$ cat config.mk
export PLATFORM = sky130hd
export DESIGN_NAME = dram_ctrl_top
export DESIGN_NICKNAME = d
export VERILOG_FILES = /design/src/verilog/dram_cmd_pkg.sv /design/src/verilog/dram_geometry_pkg.sv /design/src/verilog/dram_ctrl_top.sv /design/src/verilog/cmd_scheduler.sv /design/src/verilog/refresh_timer.sv /design/src/verilog/bank_state.sv /design/src/verilog/request_fifo.sv
export SDC_FILE = /design/constraint.sdc
export NUM_CORES = 1
export LEC_CHECK = 0
export BUFFER_PORTS_ARGS = -buffer_cell sky130_fd_sc_hd__buf_2
export CAP_MARGIN = 15
export CORE_UTILIZATION = 58
export DETAILED_ROUTE_END_ITERATION = 16
export PLACE_DENSITY = 0.75
export SKIP_CTS_REPAIR_TIMING = 1
export SKIP_LAST_GASP = 1
export SLEW_MARGIN = 20
export SYNTH_ARGS = -nofsm -noshare
export SYNTH_HDL_FRONTEND = slang
export SYNTH_SLANG_ARGS = --single-unit
$ cat constraint.sdc
create_clock -name clk -period 6.3 [get_ports clk]
set_input_delay 1.575 -clock clk [delete_from_list [all_inputs] [get_ports clk]]
set_output_delay 1.575 -clock clk [all_outputs]
set_load 0.01 [all_outputs]
$ cat src/verilog/dram_cmd_pkg.sv
package dram_cmd_pkg;

	// opcode carried with each request
	typedef enum logic {
		REQ_RD = 1'b0,
		REQ_WR = 1'b1
	} req_op_t;

	// commands put on the outgoing stream
	typedef enum logic [2:0] {
		CMD_PRE  = 3'd0, // close one bank
		CMD_ACT  = 3'd1, // open a row
		CMD_RD   = 3'd2,
		CMD_WR   = 3'd3,
		CMD_PREA = 3'd4, // close every bank
		CMD_REF  = 3'd5
	} dram_cmd_t;

	// scheduler FSM
	typedef enum logic [2:0] {
		IDLE    = 3'd0,
		DO_PREA = 3'd1,
		DO_REF  = 3'd2,
		DO_PRE  = 3'd3,
		DO_ACT  = 3'd4,
		DO_COL  = 3'd5
	} sched_state_t;

endpackage : dram_cmd_pkg

$ cat src/verilog/dram_geometry_pkg.sv
package dram_geometry_pkg;

	// request address layout, low to high: column, bank, bank group, row
	localparam int ADDR_WIDTH = 19;
	localparam int COL_WIDTH  = 7;
	localparam int BANK_WIDTH = 2;
	localparam int BG_WIDTH   = 2;
	localparam int ROW_WIDTH  = 8;

	// field positions inside the address
	localparam int COL_LSB  = 0;
	localparam int BANK_LSB = COL_LSB + COL_WIDTH;
	localparam int BG_LSB   = BANK_LSB + BANK_WIDTH;
	localparam int ROW_LSB  = BG_LSB + BG_WIDTH;

	localparam int NUM_BANKS = (2 ** BG_WIDTH) * (2 ** BANK_WIDTH); // 16 banks total

	// counter width for every timing gap and timing parameter
	localparam int TCOUNT_WIDTH = 8;

	typedef logic [ADDR_WIDTH-1:0] addr_t; // whole request address

	typedef logic [COL_WIDTH-1:0]  col_t;
	typedef logic [BANK_WIDTH-1:0] bank_t;
	typedef logic [BG_WIDTH-1:0]   bg_t;
	typedef logic [ROW_WIDTH-1:0]  row_t;

	// flat bank number, bank group in the upper bits
	typedef logic [BG_WIDTH+BANK_WIDTH-1:0] bank_idx_t;

	typedef logic [TCOUNT_WIDTH-1:0] tcount_t;

endpackage : dram_geometry_pkg
$ cat src/verilog/dram_ctrl_top.sv
`timescale 1ns/1ps

module dram_ctrl_top
	import dram_geometry_pkg::*, dram_cmd_pkg::*;
#(
	parameter int      FIFO_DEPTH = 4,
	parameter tcount_t T_RP       = 8'd3,
	parameter tcount_t T_RCD      = 8'd3,
	parameter tcount_t T_CCD      = 8'd2,
	parameter tcount_t T_REFI     = 8'd200,
	parameter tcount_t T_RFC      = 8'd12
) (
	input  logic      clk,
	input  logic      rst_n,
	input  logic      req_valid,
	input  req_op_t   req_op,
	input  addr_t     req_addr,
	output logic      req_ready,
	output logic      cmd_valid,
	input  logic      cmd_ready,
	output dram_cmd_t cmd,
	output bg_t       cmd_bg,
	output bank_t     cmd_bank,
	output row_t      cmd_row,
	output col_t      cmd_col
);

	// fifo to scheduler
	logic      head_valid;
	req_op_t   head_op;
	addr_t     head_addr;
	logic      head_pop;
	// scheduler and bank state
	bank_idx_t look_bank;
	logic      issue_fire;
	dram_cmd_t issue_cmd;
	bank_idx_t issue_bank;
	row_t      issue_row;
	logic      bank_open;
	row_t      open_row;
	logic      pre_ok, act_ok, col_ok;
	// refresh
	logic      refresh_due, refresh_busy, refresh_ack;

	request_fifo #(.FIFO_DEPTH(FIFO_DEPTH)) fifo0 (
		.clk, .rst_n, .req_valid, .req_op, .req_addr, .req_ready,
		.head_valid, .head_op, .head_addr, .head_pop
	);

	bank_state #(.T_RP(T_RP), .T_RCD(T_RCD), .T_CCD(T_CCD)) banks0 (
		.clk, .rst_n, .look_bank, .issue_fire, .issue_cmd, .issue_bank, .issue_row,
		.bank_open, .open_row, .pre_ok, .act_ok, .col_ok
	);

	refresh_timer #(.T_REFI(T_REFI), .T_RFC(T_RFC)) refresh0 (
		.clk, .rst_n, .refresh_ack, .refresh_due, .refresh_busy
	);

	cmd_scheduler sched0 (
		.clk, .rst_n, .head_valid, .head_op, .head_addr, .head_pop,
		.bank_open, .open_row, .pre_ok, .act_ok, .col_ok,
		.look_bank, .issue_fire, .issue_cmd, .issue_bank, .issue_row,
		.refresh_due, .refresh_busy, .refresh_ack,
		.cmd_valid, .cmd_ready, .cmd, .cmd_bg, .cmd_bank, .cmd_row, .cmd_col
	);

endmodule : dram_ctrl_top

$ cat src/verilog/cmd_scheduler.sv
`timescale 1ns/1ps

module cmd_scheduler
	import dram_geometry_pkg::*, dram_cmd_pkg::*;
(
	input  logic      clk,
	input  logic      rst_n,
	input  logic      head_valid,
	input  req_op_t   head_op,
	input  addr_t     head_addr,
	output logic      head_pop,
	input  logic      bank_open,
	input  row_t      open_row,
	input  logic      pre_ok,
	input  logic      act_ok,
	input  logic      col_ok,
	output bank_idx_t look_bank,
	output logic      issue_fire,
	output dram_cmd_t issue_cmd,
	output bank_idx_t issue_bank,
	output row_t      issue_row,
	input  logic      refresh_due,
	input  logic      refresh_busy,
	output logic      refresh_ack,
	output logic      cmd_valid,
	input  logic      cmd_ready,
	output dram_cmd_t cmd,
	output bg_t       cmd_bg,
	output bank_t     cmd_bank,
	output row_t      cmd_row,
	output col_t      cmd_col
);

	localparam int OPEN_CNT_W = $clog2(NUM_BANKS + 1);

	sched_state_t          state_q;
	sched_state_t          state_d;
	logic                  raise;     // load a new command onto the stream
	dram_cmd_t             raise_cmd;
	logic [OPEN_CNT_W-1:0] open_cnt;  // banks currently open
	col_t                  head_col;
	bank_t                 head_bank;
	bg_t                   head_bg;
	row_t                  head_row;

	// split the head address
	assign head_col  = head_addr[COL_LSB +: COL_WIDTH];
	assign head_bank = head_addr[BANK_LSB +: BANK_WIDTH];
	assign head_bg   = head_addr[BG_LSB +: BG_WIDTH];
	assign head_row  = head_addr[ROW_LSB +: ROW_WIDTH];

	assign look_bank = head_valid ? {head_bg, head_bank} : '0; // bank 0 when queue empty

	assign issue_fire  = cmd_valid && cmd_ready;
	assign issue_cmd   = cmd;
	assign issue_bank  = {cmd_bg, cmd_bank};
	assign issue_row   = cmd_row;
	assign refresh_ack = issue_fire && (cmd == CMD_REF);
	assign head_pop    = issue_fire && (cmd == CMD_RD || cmd == CMD_WR); // request done

	always_comb begin
		state_d   = state_q;
		raise     = 1'b0;
		raise_cmd = CMD_RD;
		case (state_q)
			IDLE: begin
				if (!refresh_busy) begin   // nothing goes out inside T_RFC
					if (refresh_due)
						state_d = (open_cnt != '0) ? DO_PREA : DO_REF;
					else if (head_valid) begin
						if (!bank_open)
							state_d = DO_ACT;  // bank closed
						else if (open_row == head_row)
							state_d = DO_COL;  // row hit
						else
							state_d = DO_PRE;  // row miss
					end
				end
			end
			DO_PREA: begin
				raise     = !cmd_valid;
				raise_cmd = CMD_PREA;
				if (issue_fire)
					state_d = DO_REF;
			end
			DO_REF: begin
				raise     = !cmd_valid && act_ok; // T_RP after PREA, same count on all banks
				raise_cmd = CMD_REF;
				if (issue_fire)
					state_d = IDLE;
			end
			DO_PRE: begin
				raise     = !cmd_valid && pre_ok;
				raise_cmd = CMD_PRE;
				if (issue_fire)
					state_d = DO_ACT;
			end
			DO_ACT: begin
				raise     = !cmd_valid && act_ok;
				raise_cmd = CMD_ACT;
				if (issue_fire)
					state_d = DO_COL;
			end
			DO_COL: begin
				raise     = !cmd_valid && col_ok;
				raise_cmd = (head_op == REQ_WR) ? CMD_WR : CMD_RD;
				if (issue_fire)
					state_d = IDLE;
			end
			default: state_d = IDLE;
		endcase
	end

	always_ff @(posedge clk or negedge rst_n) begin
		if (!rst_n) begin
			state_q   <= IDLE;
			cmd_valid <= 1'b0;
			open_cnt  <= '0;
		end else begin
			state_q <= state_d;
			if (raise)
				cmd_valid <= 1'b1;
			else if (issue_fire)
				cmd_valid <= 1'b0; // held until accepted
			if (issue_fire) begin
				case (cmd)
					CMD_ACT:          open_cnt <= open_cnt + 1'b1;
					CMD_PRE:          open_cnt <= open_cnt - 1'b1;
					CMD_PREA, CMD_REF: open_cnt <= '0;
					default: ;
				endcase
			end
		end
	end

	// command payload, frozen while cmd_valid is high
	always_ff @(posedge clk) begin
		if (raise) begin
			cmd      <= raise_cmd;
			cmd_bg   <= (raise_cmd == CMD_PREA || raise_cmd == CMD_REF) ? '0 : head_bg;
			cmd_bank <= (raise_cmd == CMD_PREA || raise_cmd == CMD_REF) ? '0 : head_bank;
			cmd_row  <= head_row;
			cmd_col  <= head_col;
		end
	end

endmodule : cmd_scheduler

$ cat src/verilog/refresh_timer.sv
`timescale 1ns/1ps

module refresh_timer
	import dram_geometry_pkg::*;
#(
	parameter tcount_t T_REFI = 8'd200,
	parameter tcount_t T_RFC  = 8'd12
) (
	input  logic clk,
	input  logic rst_n,
	input  logic refresh_ack,  // REF went out
	output logic refresh_due,
	output logic refresh_busy  // device blocked for T_RFC
);

	tcount_t refi_cnt; // cycles left until next refresh request
	tcount_t rfc_cnt;  // cycles left in the blocking window

	assign refresh_busy = (rfc_cnt != '0);

	// interval counter, restarts on each ack
	always_ff @(posedge clk or negedge rst_n) begin
		if (!rst_n) begin
			refi_cnt    <= T_REFI;
			refresh_due <= 1'b0;
		end else if (refresh_ack) begin
			refi_cnt    <= T_REFI;
			refresh_due <= 1'b0;
		end else if (!refresh_due) begin
			if (refi_cnt <= tcount_t'(1)) begin
				refi_cnt    <= '0;
				refresh_due <= 1'b1; // held until the scheduler answers
			end else begin
				refi_cnt <= refi_cnt - 1'b1;
			end
		end
	end

	always_ff @(posedge clk or negedge rst_n) begin
		if (!rst_n)
			rfc_cnt <= '0;
		else if (refresh_ack)
			rfc_cnt <= T_RFC;
		else if (rfc_cnt != '0)
			rfc_cnt <= rfc_cnt - 1'b1;
	end

endmodule : refresh_timer

$ cat src/verilog/bank_state.sv
`timescale 1ns/1ps

module bank_state
	import dram_geometry_pkg::*, dram_cmd_pkg::*;
#(
	parameter tcount_t T_RP  = 8'd3,
	parameter tcount_t T_RCD = 8'd3,
	parameter tcount_t T_CCD = 8'd2
) (
	input  logic      clk,
	input  logic      rst_n,
	input  bank_idx_t look_bank,  // bank of the head request
	input  logic      issue_fire, // a command transferred this cycle
	input  dram_cmd_t issue_cmd,
	input  bank_idx_t issue_bank,
	input  row_t      issue_row,
	output logic      bank_open,
	output row_t      open_row,
	output logic      pre_ok,
	output logic      act_ok,
	output logic      col_ok
);

	logic [NUM_BANKS-1:0] open_q;              // one open flag per bank
	row_t                 row_mem [NUM_BANKS]; // row held open, valid only with open_q
	tcount_t              gap_q   [NUM_BANKS]; // T_RP after PRE, T_RCD after ACT
	tcount_t              ccd_q;               // shared column to column gap

	// status of the looked-up bank
	assign bank_open = open_q[look_bank];
	assign open_row  = row_mem[look_bank];
	assign pre_ok    = open_q[look_bank] && (gap_q[look_bank] == '0);
	assign act_ok    = !open_q[look_bank] && (gap_q[look_bank] == '0);
	assign col_ok    = open_q[look_bank] && (gap_q[look_bank] == '0) && (ccd_q == '0);

	always_ff @(posedge clk) begin
		if (issue_fire && issue_cmd == CMD_ACT)
			row_mem[issue_bank] <= issue_row;
	end

	always_ff @(posedge clk or negedge rst_n) begin
		if (!rst_n) begin
			open_q <= '0; // all banks closed
			for (int i = 0; i < NUM_BANKS; i++)
				gap_q[i] <= '0;
		end else begin
			for (int i = 0; i < NUM_BANKS; i++) begin
				if (gap_q[i] != '0)
					gap_q[i] <= gap_q[i] - 1'b1; // free running down to zero
			end
			if (issue_fire) begin
				case (issue_cmd)
					CMD_PRE: begin
						open_q[issue_bank] <= 1'b0;
						gap_q[issue_bank]  <= T_RP;
					end
					CMD_ACT: begin
						open_q[issue_bank] <= 1'b1;
						gap_q[issue_bank]  <= T_RCD;
					end
					CMD_PREA: begin
						open_q <= '0;
						for (int i = 0; i < NUM_BANKS; i++)
							gap_q[i] <= T_RP; // every bank precharging
					end
					CMD_REF: open_q <= '0; // rows are lost across refresh
					default: ;             // RD and WR leave bank state alone
				endcase
			end
		end
	end

	// T_CCD counter, reloaded by every RD or WR
	always_ff @(posedge clk or negedge rst_n) begin
		if (!rst_n)
			ccd_q <= '0;
		else if (issue_fire && (issue_cmd == CMD_RD || issue_cmd == CMD_WR))
			ccd_q <= T_CCD;
		else if (ccd_q != '0)
			ccd_q <= ccd_q - 1'b1;
	end

endmodule : bank_state

$ cat src/verilog/request_fifo.sv
`timescale 1ns/1ps

module request_fifo
	import dram_geometry_pkg::*, dram_cmd_pkg::*;
#(
	parameter int FIFO_DEPTH = 4
) (
	input  logic    clk,
	input  logic    rst_n,
	input  logic    req_valid,
	input  req_op_t req_op,
	input  addr_t   req_addr,
	output logic    req_ready,
	output logic    head_valid,
	output req_op_t head_op,
	output addr_t   head_addr,
	input  logic    head_pop    // column command of the head just went out
);

	localparam int PTR_W = (FIFO_DEPTH > 1) ? $clog2(FIFO_DEPTH) : 1;
	localparam int CNT_W = $clog2(FIFO_DEPTH + 1);

	req_op_t op_mem   [FIFO_DEPTH]; // storage, no reset
	addr_t   addr_mem [FIFO_DEPTH];

	logic [PTR_W-1:0] wr_ptr;
	logic [PTR_W-1:0] rd_ptr;
	logic [CNT_W-1:0] count;  // entries held
	logic             push;
	logic             pop;

	assign req_ready  = (count != CNT_W'(FIFO_DEPTH)); // room left, independent of req_valid
	assign head_valid = (count != '0);
	assign head_op    = op_mem[rd_ptr];
	assign head_addr  = addr_mem[rd_ptr];

	assign push = req_valid && req_ready;
	assign pop  = head_pop && head_valid;

	always_ff @(posedge clk) begin
		if (push) begin
			op_mem[wr_ptr]   <= req_op;
			addr_mem[wr_ptr] <= req_addr;
		end
	end

	// pointers wrap at FIFO_DEPTH, so any depth works
	always_ff @(posedge clk or negedge rst_n) begin
		if (!rst_n) begin
			wr_ptr <= '0;
			rd_ptr <= '0;
			count  <= '0;
		end else begin
			if (push)
				wr_ptr <= (wr_ptr == PTR_W'(FIFO_DEPTH - 1)) ? '0 : wr_ptr + 1'b1;
			if (pop)
				rd_ptr <= (rd_ptr == PTR_W'(FIFO_DEPTH - 1)) ? '0 : rd_ptr + 1'b1;
			case ({push, pop})
				2'b10:   count <= count + 1'b1;
				2'b01:   count <= count - 1'b1; // freed slot shows on req_ready next cycle
				default: count <= count;        // none, or push and pop together
			endcase
		end
	end

endmodule : request_fifo

==> summary.md, run 1 <==
| Metric | Value |
|---|---|
| DRC | 0 |
| Post-DP Area | 0.0194 mm^2 |
| Measured slew at the worst slew-check pin | 1.09 ns |
| Final setup TNS | 0 ns |
| I/O pins | 48 |
| Tcrit/Tclk final | 0.680 |
| Worst vdd ir | 0.347 mV |
| Routed wire length per instance | 19.2 um |
| P&R area growth vs syn | 11.9% |
| Crit-path max FO | 60 |
| Pin count of the biggest net entering global routing | 78 |
| Residual overflow from global routing | 0 |
| Antenna Cells | 0 |
| PortBufs | 47 |
| Post-Syn Nets | 1589 |
| Post-DP HPWL | 24800 um |
| Number of synthesis warnings | 0 |
| Initial Util | 0.591 |
| CP Cell Sequence | mux4_2 -> buf_4 -> o21a_1 -> o22ai_1 -> nand3_1 -> o21a_1 -> mux2i_1 -> a21o_1 |
| Synth top cells by count | edfxtp_1, nor2_1, dfrtp_1 |
| Die area | 0.0329 mm^2 |
| Pwr dens | 311 mW/mm^2 |
| Unrepaired setup endpoints after global routing | no |
| F_max | 234 MHz |
| Initial antenna violation count | 1 |
| H-tree depth | 2 |
| Top FF cell, synth | edfxtp_1 |
| Core Box Area | 0.0316 mm^2 |
| Psw | 0.00161 W |
| Final Max Tran Viols | 0 |
| Die width | 181 um |
| First-pass GRT wire length | 62300 um |
| Async set-reset flop share out of synthesis | 0.446 |
| Max-cap violations | 0 |
| Worst slack at placement | 2.06 ns |
| Pre-Repair DR Iteration Count | 6 |
| 1st-iter DRT viols | 974 |
| Synthesized area | 0.0186 mm^2 |
| Hold crit path type | reg2reg |
| Crit. End Element | flip-flop |
| Clk network pwr share | 0.409 |
| Final setup fails | 0 |
| Finished Cell Area | 0.0209 mm^2 |
| Layout filler cell count | 2251 |
| WP data arrival | 4.46 ns |
| Post-synth top area share | 0.371 |
| Die Height | 181 um |
| GPL Wtd Cong | 0.887 |
| Combinational fraction of design power | 0.122 |
| Sequential Power Share | 0.468 |
| Clk Latency, worst-skew pair | 0.56 ns |
| Clk root buf | clkbuf_16 |
| Global Route Usage Sum | 0.243 |
| DRT antenna net count | 0 |
| Sw Ratio | 0.248 |
| Pleak | 8.69 nW |
| # nets final | 1651 |
| Final Critical Period | 4.28 ns |
| Mean Syn Cell Area | 12.3 um^2 |
| Status | finished, final reports clean |
| Number of enable flip-flop cells after synthesis | 230 |
| Max Root-Sink Buffers | 3 |
| Total routed wirelength | 38700 um |
| Vias in the first global route | 11800 |
| Synth area leader | edfxtp_1 |
| Relative slew slack | 0.272 |
| Worst EP required | 6.48 ns |
| Worst setup margin | 2.02 ns |
| Critical Path Start Type | flip-flop |
| Total number of vias | 11800 |
| Final Instance Count excl. Fillers | 2015 |
| Internal power | 0.00487 W |
| Placed cells | 1936 |
| Most common cell in the synthesized netlist | edfxtp_1 |
| Synth Register Bits | 415 |
| Synthesized instance count | 1517 |
| Synth top area cells | edfxtp_1, dfrtp_1, xnor2_1 |
| Type of the worst setup path | reg2reg |
| Yosys cell types | 64 |
| Reg clk slew, reported paths | 0.06 ns |
| CP peak stage delay | 0.83 ns |
| Layout cells sized above 1 | 0.117 |
| Row Count | 65 |
| TritonCTS clock tree | done |
| Final hold violations | 0 |
| CTS Buf Count | 43 |
| Most used cell, CP | o21a_1 |
| Slowest-stage cell, CP | a21o_1 |
| TritonCTS Sinks | 415 |
| Avg Vias per Cell | 5.88 |
| Sequential area share after synthesis | 0.619 |
| Final Skew | 0.0130 ns |
==> power by group through the flow <==
stage                     Sequential [W]  Clock (W)  Combinational [W]
final                            0.00303    0.00265           0.000793
after global routing             0.00304    0.00279           0.000862
after CTS                        0.00304    0.00269           0.000793
after detailed placement         0.00309          0           0.000779
after global placement           0.00308          0           0.000764
after floorplan                  0.00307          0           0.000563
==> worst max-delay path: cells and delay by family, from the launching register on <==
family,cells,cell delay (ns)
AND/OR/NAND/NOR,1,0.12
multiplexers,2,0.55
buffers and inverters,1,0.60
AO/OA/AOI/OAI,4,1.91
flip-flops,1,0.68
==> cell type report <==
cell class                 count  area (um^2)  share of cell area
clock buffer                  58         1200              0.0577
clock inverter                21          283              0.0136
inverter                      57          214              0.0103
multi-input combinational    991         6690               0.321
sequential                   415        11500               0.553
tap                          402          503              0.0241
timing repair buffer          71          428              0.0205
==> through the flow <==
| step | total power [W] | util | hold WS [ns] |
|---|---|---|---|
| 4_1_cts | 0.00652 | 0.661 | 0.479 |
| 3_5_place_dp | 0.00386 | 0.613 | 0.465 |
| 3_3_place_gp | 0.00384 | 0.613 | 0.460 |
| 2_1_floorplan | 0.00363 | - | 0.441 |
| 6_report | 0.00648 | 0.661 | 0.479 |
| 5_1_grt | 0.00669 | 0.661 | 0.490 |
==> layout by cell type (no fill, tap or decap), types with 46 or more instances in the layout <==
cell,instances
edfxtp_1,230
nor2_1,194
dfrtp_1,182
nand2_1,112
xnor2_1,93
o21ai_0,72
nor3_1,61
inv_1,57
a21oi_1,46
ha_1,46
buf_2,46
==> final timing paths <==
| kind | startpoint | end | slack, ns | depth (start not counted) |
|---|---|---|---|---|
| max reg2reg | fifo0.rd_ptr[0] | sched0.cmd_col[2] | 2.02 | 8 |
| min | banks0.open_q[9] | banks0.open_q[9] | 0.48 | 1 |
| max | fifo0.rd_ptr[0] | sched0.cmd_col[2] | 2.02 | 8 |
| min in group asynchronous | rst_n | banks0.gap_q[4] | 1.02 | 1 |
| max in group asynchronous | rst_n | banks0.gap_q[47] | 4.09 | 2 |
| min reg2reg | banks0.open_q[9] | banks0.open_q[9] | 0.48 | 1 |
==> kinds of logic after synthesis <==
family | after synthesis | synth area share
flip-flops | 415 | 0.619
AO/OA/AOI/OAI | 214 | 0.0723
adder cells (fa/ha/maj) | 48 | 0.0330
AND/OR/NAND/NOR | 532 | 0.137
XOR/XNOR | 129 | 0.0606
multiplexers | 68 | 0.0527
buffers and inverters | 111 | 0.0251
==> registers in the layout, indices dropped and copies added, names as in the netlist, 7 cells and up <==
register and count:
sched0.cmd_col 7, banks0.row_mem 128, fifo0.addr_mem 76, refresh0.refi_cnt 8, banks0.ccd_q 8, sched0.cmd_row 8
refresh0.rfc_cnt 8, banks0.open_q 16, banks0.gap_q 128
==> routing by layer <==
layer / GRT usage / share of wire / vias to the layer above
li1: - / - / 5574
met1: 0.332 / 0.43 / 5839
met2: 0.387 / 0.47 / 354
met3: 0.0452 / 0.062 / 81
met4: 0.0956 / 0.031 / 0
met5: 0 / 0 / -
Power figures use the tool's default switching activity.
==> inputs of run 2 (changes only) <==
Settings changed: CORE_UTILIZATION 58 to 56, PLACE_DENSITY 0.75 to 0.76.
Clock period 6.3 ns to 3.4 ns, I/O delays scaled along.
==> run 2 against run 1 <==
Net effect: utilization fell by 1.6 points; via count rose by 0.87%; register-to-register slack got worse by 1.9 ns; clock skew rose by 0.0028 ns; critical path depth rose by 1; design area rose by 0.89%; worst setup slack got worse by 1.9 ns; critical path type unchanged; highest routed layer is now met5.
==> summary.md, run 2 (synthesis gave the netlist of run 1 again) <==
| Metric | Value |
|---|---|
| Worst EP required | 3.65 ns (-2.83 ns) |
| Critical Path Start Type | flip-flop |
| Row Count | 66 (+1.5%) |
| Core Box Area | 0.0326 mm^2 (+3.4%) |
| Final hold violations | 0 (unchanged) |
| Total routed wirelength | 38300 um (-1.2%) |
| Pleak | 8.78 nW (+1.1%) |
| Die Height | 184 um (+1.7%) |
| Relative slew slack | 0.449 (+0.177) |
| Final setup TNS | 0 ns (unchanged) |
| First-pass GRT wire length | 61500 um (-1.3%) |
| Pin count of the biggest net entering global routing | 86 (+10%) |
| Vias in the first global route | 12000 (+1.5%) |
| Seq. cell area | 0.0115 mm^2 (unchanged) |
| Placed cells | 2002 (+3.4%) |
| Post-DP HPWL | 25700 um (+3.9%) |
| Initial Util | 0.571 (-0.0193) |
| Commonest non-fill, non-tap cell in the layout | edfxtp_1 |
| Pre-Repair DR Iteration Count | 7 (+1) |
| Layout filler cell count | 2335 (+3.7%) |
| TritonCTS Sinks | 415 (unchanged) |
| Final Skew | 0.0159 ns (+0.00281 ns) |
| # nets final | 1677 (+1.6%) |
| Biggest regs | banks0.gap_q (128), banks0.row_mem (128), fifo0.addr_mem (76) |
| Crit-path max FO | 23 (-62%) |
| Die width | 184 um (+1.7%) |
| F_max | 309 MHz (+32%) |
| Final Instance Count excl. Fillers | 2079 (+3.2%) |
| CP Cell Sequence | mux4_2 -> buf_4 -> nor4_1 -> nor4b_1 -> a21oi_1 -> o211ai_1 -> a211oi_1 -> a21o_1 -> buf_12 |
| Final Max Tran Viols | 0 (unchanged) |
| Crit. End Element | flip-flop |
| Global Route Usage Sum | 0.232 (-0.0105) |
| Highest-count cells in the layout ignoring fill and taps | edfxtp_1, nor2_1, dfrtp_1 |
| 1st-iter DRT viols | 783 (-20%) |
| GPL Wtd Cong | 0.850 (-4.2%) |
| Layout cells sized above 1 | 0.131 (+0.0136) |
| DRT antenna net count | 0 (unchanged) |
| Clk Latency, worst-skew pair | 0.56 ns (about the same) |
| Die area | 0.0340 mm^2 (+3.5%) |
| Worst vdd ir | 0.561 mV (+62%) |
| DRC | 0 (unchanged) |
| Total number of vias | 12000 (+0.87%) |
| Slowest-stage cell, CP | mux4_2 |
| Reg clk slew, reported paths | 0.06 ns (about the same) |
| Status | finished, final reports clean |
| I/O pins | 48 (unchanged) |
| Routed wire length per instance | 18.4 um (-4.3%) |
| Hold crit path type | in2async |
| Antenna Cells | 0 (unchanged) |
| Met3 usage | 0.0405 (-0.00465) |
| CP bufs+invs | 2 (+1) |
| PortBufs | 47 (unchanged) |
| H-tree depth | 2 (unchanged) |
| Tcrit/Tclk final | 0.951 (+0.271) |
| Final Critical Period | 3.23 ns (-1.05 ns) |
| Type of the worst setup path | reg2reg |
| P&R area growth vs syn | 12.9% |
| Clk root buf | clkbuf_16 |
| CP peak stage delay | 0.72 ns (-0.11 ns) |
| Final setup fails | 0 (unchanged) |
| WP data arrival | 3.48 ns (-0.98 ns) |
| Family with the most delay on the worst path | multiplexers |
| Layer with the highest usage | met2 |
| GR Util met2 | 0.382 (-0.00565) |
| Unrepaired setup endpoints after global routing | no |
| Avg Vias per Cell | 5.75 (-2.2%) |
| Residual overflow from global routing | 0 (unchanged) |
| Met1 track demand over resource | 0.313 (-0.0191) |
| CTS Buf Count | 43 (unchanged) |
| Max-cap violations | 0 (unchanged) |
| Area of the multi-input gates | 0.00668 mm^2 (-0.13%) |
| Max Root-Sink Buffers | 3 (unchanged) |
| Measured slew at the worst slew-check pin | 0.825 ns (-0.265 ns) |
| Initial antenna violation count | 1 (unchanged) |
| TritonCTS clock tree | done |
| Pwr dens | 560 mW/mm^2 (+80%) |
-- run 2: changes by cell type in the layout (fill, tap and decap cells not counted), moves of 3 or more --
cell | previous run | this run
clkbuf_8 | 8 | 4
buf_12 | 0 | 5
clkinvlp_4 | 0 | 3
bufinv_16 | 6 | 3
buf_4 | 23 | 45
clkinv_2 | 3 | 8
-- run 2: layer usage --
| layer | up-vias | share of wire | wire, um |
|---|---|---|---|
| met1 | 5872 | 0.43 | 16300 |
| met3 | 85 | 0.065 | 2490 |
| li1 | 5617 | - | - |
| met2 | 375 | 0.48 | 18400 |
| met4 | 2 | 0.026 | 1010 |
| met5 | - | 0.00034 | 13 |
-- run 2: layout make-up --
cell class	count	share of cell area
repair buffers	97	0.0324
well taps	442	0.0263
flip-flops and latches	415	0.548
inverters	57	0.0102
multi-input cells	991	0.317
clock inverters	25	0.0112
clock buffers	52	0.0542
-- run 2: worst register-to-register path, cell delays in order, from the launching register on --
cell	delay (ns)
dfrtp_1	0.42
mux4_2	0.72
buf_4	0.25
nor4_1	0.49
nor4b_1	0.13
a21oi_1	0.16
o211ai_1	0.11
a211oi_1	0.25
a21o_1	0.19
buf_12	0.20
-- run 2: worst paths after layout --
kind                                        from              endpoint  slack (ns)  depth (start not counted)
worst min register to register  banks0.open_q[5]      banks0.open_q[5]        0.47                          1
worst min-delay path                       rst_n       banks0.gap_q[2]        0.36                          1
max in group asynchronous                  rst_n  refresh0.refi_cnt[7]        2.26                          2
min in group clk                banks0.open_q[5]      banks0.open_q[5]        0.47                          1
worst max register to register   fifo0.rd_ptr[0]      sched0.cmd_bg[1]        0.17                          9
worst max-delay path             fifo0.rd_ptr[0]      sched0.cmd_bg[1]        0.17                          9
-- run 2: power breakdown --
part / internal, W / total, W / switching, W
sequential: 0.00554 / 0.00562 / 0.0000765
clock: 0.00264 / 0.00457 / 0.00193
combinational: 0.000624 / 0.00159 / 0.000964
total: 0.00880 / 0.0118 / 0.00297
-- run 2: stage by stage --
stage          instance area [um^2]  hold WS [ns]  setup WS, ns  power, W   util
2_1_floorplan                 18600         0.441         0.167   0.00673      -
3_5_place_dp                  19700         0.458         0.137   0.00727  0.603
5_1_grt                       21000         0.421        0.0529    0.0122  0.645
6_report                      21000         0.363         0.166    0.0118  0.645
4_1_cts                       21000         0.389         0.125    0.0118  0.645
3_3_place_gp                  19700         0.454         0.138   0.00721  0.603
==> inputs of run 3 (changes only) <==
Settings changed: SYNTH_HIERARCHICAL set to 1.
==> run 3 against run 2 <==
Net effect: the flow now finishes with violations (negative setup slack); hold slack got worse by 0.024 ns; die area increased by 0.46%; maximum frequency decreased by 12%; via count decreased by 2.6%; wire length increased by 2.6%.
==> summary.md, run 3 <==
| Metric | Value |
|---|---|
| Pin count of the biggest net entering global routing | 84 (-2.3%) |
| Pre-Repair DR Iteration Count | 8 (+1) |
| Clk network pwr share | 0.220 (-0.168) |
| Placed cells | 1944 (-2.9%) |
| Biggest regs | banks0/gap_q (128), banks0/row_mem (128), fifo0/addr_mem (76) |
| Worst slack at placement | -0.321 ns (-0.458 ns) |
| Initial Util | 0.573 (+0.00120) |
| Family with the most delay on the worst path | simple AND/OR/NAND/NOR gates |
| Synth Register Bits | 415 (unchanged) |
| Synth top area cells | edfxtp_1, dfrtp_1, mux4_2 |
| Worst EP required | 3.67 ns (+0.02 ns) |
| # nets final | 1625 (-3.1%) |
| Post-Synth Adder-Cell Area | 0.0329 (-0.000152) |
| Synth area leader | edfxtp_1 |
| Pleak | 8.66 nW (-1.3%) |
| Type of the worst setup path | reg2reg |
| Synthesized area | 0.0187 mm^2 (+0.46%) |
| Die area | 0.0342 mm^2 (+0.46%) |
| Final setup fails | 24 (+24) |
| Row Count | 66 (unchanged) |
| Final Max Tran Viols | 0 (unchanged) |
| Vias in the first global route | 11800 (-1.6%) |
| Synthesized instance count | 1428 (-5.9%) |
| Final hold violations | 0 (unchanged) |
| DRC | 0 (unchanged) |
| Sw Ratio | 0.357 (+0.105) |
| Compound-Gate Fraction of Synth Area | 0.0490 (-0.0233) |
| Slowest-stage cell, CP | mux4_2 |
| Reg clk slew, reported paths | 0.06 ns (about the same) |
| Failing checks | negative setup slack |
| Top FF cell, synth | edfxtp_1 |
| Max Root-Sink Buffers | 3 (unchanged) |
| Post-DP HPWL | 25200 um (-1.9%) |
| Clk Latency, worst-skew pair | 0.57 ns (about the same) |
| TritonCTS clock tree | done |
| TritonCTS Sinks | 415 (unchanged) |
| Post-synthesis xor/xnor area fraction | 0.0557 (-0.00496) |
| Residual overflow from global routing | 0 (unchanged) |
| Unrepaired setup endpoints after global routing | yes |
| Synth top cells by count | edfxtp_1, dfrtp_1, nor2_1 |
| Worst vdd ir | 0.780 mV (+39%) |
| Area of the multi-input gates | 0.00675 mm^2 (+1.0%) |
| Crit-path max FO | 5 (-78%) |
| Final Skew | 0.0345 ns (+0.0186 ns) |
| Mean Syn Cell Area | 13.1 um^2 (+6.7%) |
| Sequential Power Share | 0.395 (-0.082) |
| Internal power | 0.0140 W (+60%) |
| Total routed wirelength | 39300 um (+2.6%) |
| Sequential area share after synthesis | 0.616 (-0.00286) |
| Simple logic cell fraction of the synthesized area | 0.126 (-0.0110) |
| CTS Buf Count | 43 (unchanged) |
| Most common cell in the synthesized netlist | edfxtp_1 |
| Combinational fraction of design power | 0.385 (+0.250) |
| Yosys cell types | 76 (+19%) |
| DRT antenna net count | 0 (unchanged) |
| Avg Vias per Cell | 5.74 (-0.16%) |
| Pwr dens | 1010 mW/mm^2 (+81%) |
| Final Critical Period | 3.66 ns (+0.421 ns) |
| CP peak stage delay | 0.53 ns (-0.19 ns) |
| Max-cap violations | 0 (unchanged) |
| Clk root buf | clkbuf_16 |
| Commonest non-fill, non-tap cell in the layout | edfxtp_1 |
| Layout cells sized above 1 | 0.200 (+0.0697) |
| Psw | 0.00781 W (+160%) |
| Layout filler cell count | 2301 (-1.5%) |
| Core Box Area | 0.0327 mm^2 (+0.25%) |
| Post-synth top area share | 0.369 (-0.00171) |
| Die Height | 185 um (+0.23%) |
| Async set-reset flop share out of synthesis | 0.446 (unchanged) |
| Number of enable flip-flop cells after synthesis | 230 (unchanged) |
| Total number of vias | 11600 (-2.6%) |
| Worst setup margin | -0.255 ns (-0.421 ns) |
| Tcrit/Tclk final | 1.08 (+0.124) |
| CP bufs+invs | 3 (+1) |
| I/O pins | 48 (unchanged) |
| CP Cell Sequence | mux4_2 -> and2_4 -> or4b_4 -> o2bb2ai_4 -> o31ai_4 -> a2111oi_4 -> and3_1 -> inv_1 -> a21oi_2 -> nor2_2 -> nor4_4 -> buf_6 -> clkbuf_16 |
| Highest-count cells in the layout ignoring fill and taps | edfxtp_1, dfrtp_1, nor2_1 |
| Mux share of post-synthesis cell area | 0.0901 (+0.0374) |
| Routed wire length per instance | 19.4 um (+5.2%) |
| Die width | 185 um (+0.23%) |
| 1st-iter DRT viols | 862 (+10%) |
| Antenna Cells | 0 (unchanged) |
| Measured slew at the worst slew-check pin | 0.738 ns (-0.0870 ns) |
| Final setup TNS | -5.31 ns (-5.31 ns) |
| Status | finished, violations left |
| Crit. End Element | flip-flop |
| H-tree depth | 2 (unchanged) |
| Hold crit path type | in2async |
| Number of synthesis warnings | 6 (+6) |
| Critical Path Start Type | flip-flop |
| Largest family of logic cells by synthesized area | simple AND/OR/NAND/NOR gates |
| Relative slew slack | 0.506 (+0.0574) |
| PortBufs | 47 (unchanged) |
| Post-Syn Nets | 1500 (-5.6%) |
| Global Route Usage Sum | 0.237 (+0.00478) |
| Final Instance Count excl. Fillers | 2029 (-2.4%) |
| Seq. cell area | 0.0115 mm^2 (about the same) |
| P&R area growth vs syn | 15.3% |
| First-pass GRT wire length | 62200 um (+1.2%) |
| Initial antenna violation count | 1 (unchanged) |
| WP data arrival | 3.92 ns (+0.44 ns) |
| F_max | 274 MHz (-12%) |
| GPL Wtd Cong | 0.859 (+1.1%) |
| Total power | 0.0219 W (+86%) |
-- run 3: cell types whose count changed in the layout (fill, tap and decap cells not counted), moves of 10 or more --
cell	change
o31ai_1	+14
o21ai_0	-37
nor3_1	-15
nand2b_1	-15
a21o_1	-11
nor2_1	-25
inv_1	+10
a21oi_1	-18
mux4_2	+42
o21ai_1	+19
xnor2_1	-10
buf_4	+34
mux2i_1	-17
nand2_1	+13
-- run 3: power by group through the flow --
stage | clock network (W) | registers, W | logic [W]
2_1_floorplan | 0 | 0.00811 | 0.00610
3_3_place_gp | 0 | 0.00860 | 0.00773
3_5_place_dp | 0 | 0.00866 | 0.00804
4_1_cts | 0.00487 | 0.00861 | 0.00812
5_1_grt | 0.00504 | 0.00883 | 0.00930
6_report | 0.00480 | 0.00864 | 0.00842
-- run 3: through the flow --
step	cell area (um^2)	hold WS, ns	utilization
5_1_grt	21600	0.403	0.660
2_1_floorplan	18800	0.444	-
3_3_place_gp	20000	0.462	0.611
6_report	21600	0.339	0.660
3_5_place_dp	20000	0.468	0.611
4_1_cts	21400	0.363	0.655
-- run 3: worst paths after layout --
| path | start | to | slack, ns | depth (start not counted) |
|---|---|---|---|---|
| worst max-delay path | fifo0/rd_ptr[0] | sched0/cmd_row[0] | -0.26 | 13 |
| min in group clk | banks0/open_q[1] | banks0/open_q[1] | 0.48 | 1 |
| max in group asynchronous | rst_n | refresh0/refi_cnt[6] | 2.27 | 2 |
| worst min-delay path | rst_n | banks0/gap_q[45] | 0.34 | 1 |
| worst max register to register | fifo0/rd_ptr[0] | sched0/cmd_row[0] | -0.26 | 13 |
| worst min register to register | banks0/open_q[1] | banks0/open_q[1] | 0.48 | 1 |
-- run 3: kinds of logic (layout without fill, tap and decap cells) --
family | after synthesis | after routing
adder cells (fa/ha/maj) | 48 | 48
XOR/XNOR | 119 | 119
AO/OA/AOI/OAI | 144 | 144
flip-flops | 415 | 415
multiplexers | 86 | 86
buffers and inverters | 125 | 284
AND/OR/NAND/NOR | 491 | 491
-- run 3: worst register-to-register path: stages (launching register included) --
cell and delay (ns):
dfrtp_2 0.41, mux4_2 0.53, and2_4 0.20, or4b_4 0.50, o2bb2ai_4 0.18, o31ai_4 0.08
a2111oi_4 0.38, and3_1 0.23, inv_1 0.06, a21oi_2 0.12, nor2_2 0.08, nor4_4 0.26
buf_6 0.18, clkbuf_16 0.17
-- run 3: routing by layer --
layer  up-vias  track usage  part of all wire
met5         -            0           0.00033
met4         2       0.0952             0.033
met3        94       0.0385             0.056
met2       363        0.401              0.50
met1      5793        0.307              0.41
li1       5393            -                 -
-- run 3: final cells by class --
cell class,count,area share
clock buffer,59,0.0568
clock inverter,20,0.0105
inverter,68,0.0118
multi-input combinational,888,0.312
sequential,415,0.535
tap,442,0.0256
timing repair buffer,137,0.0482
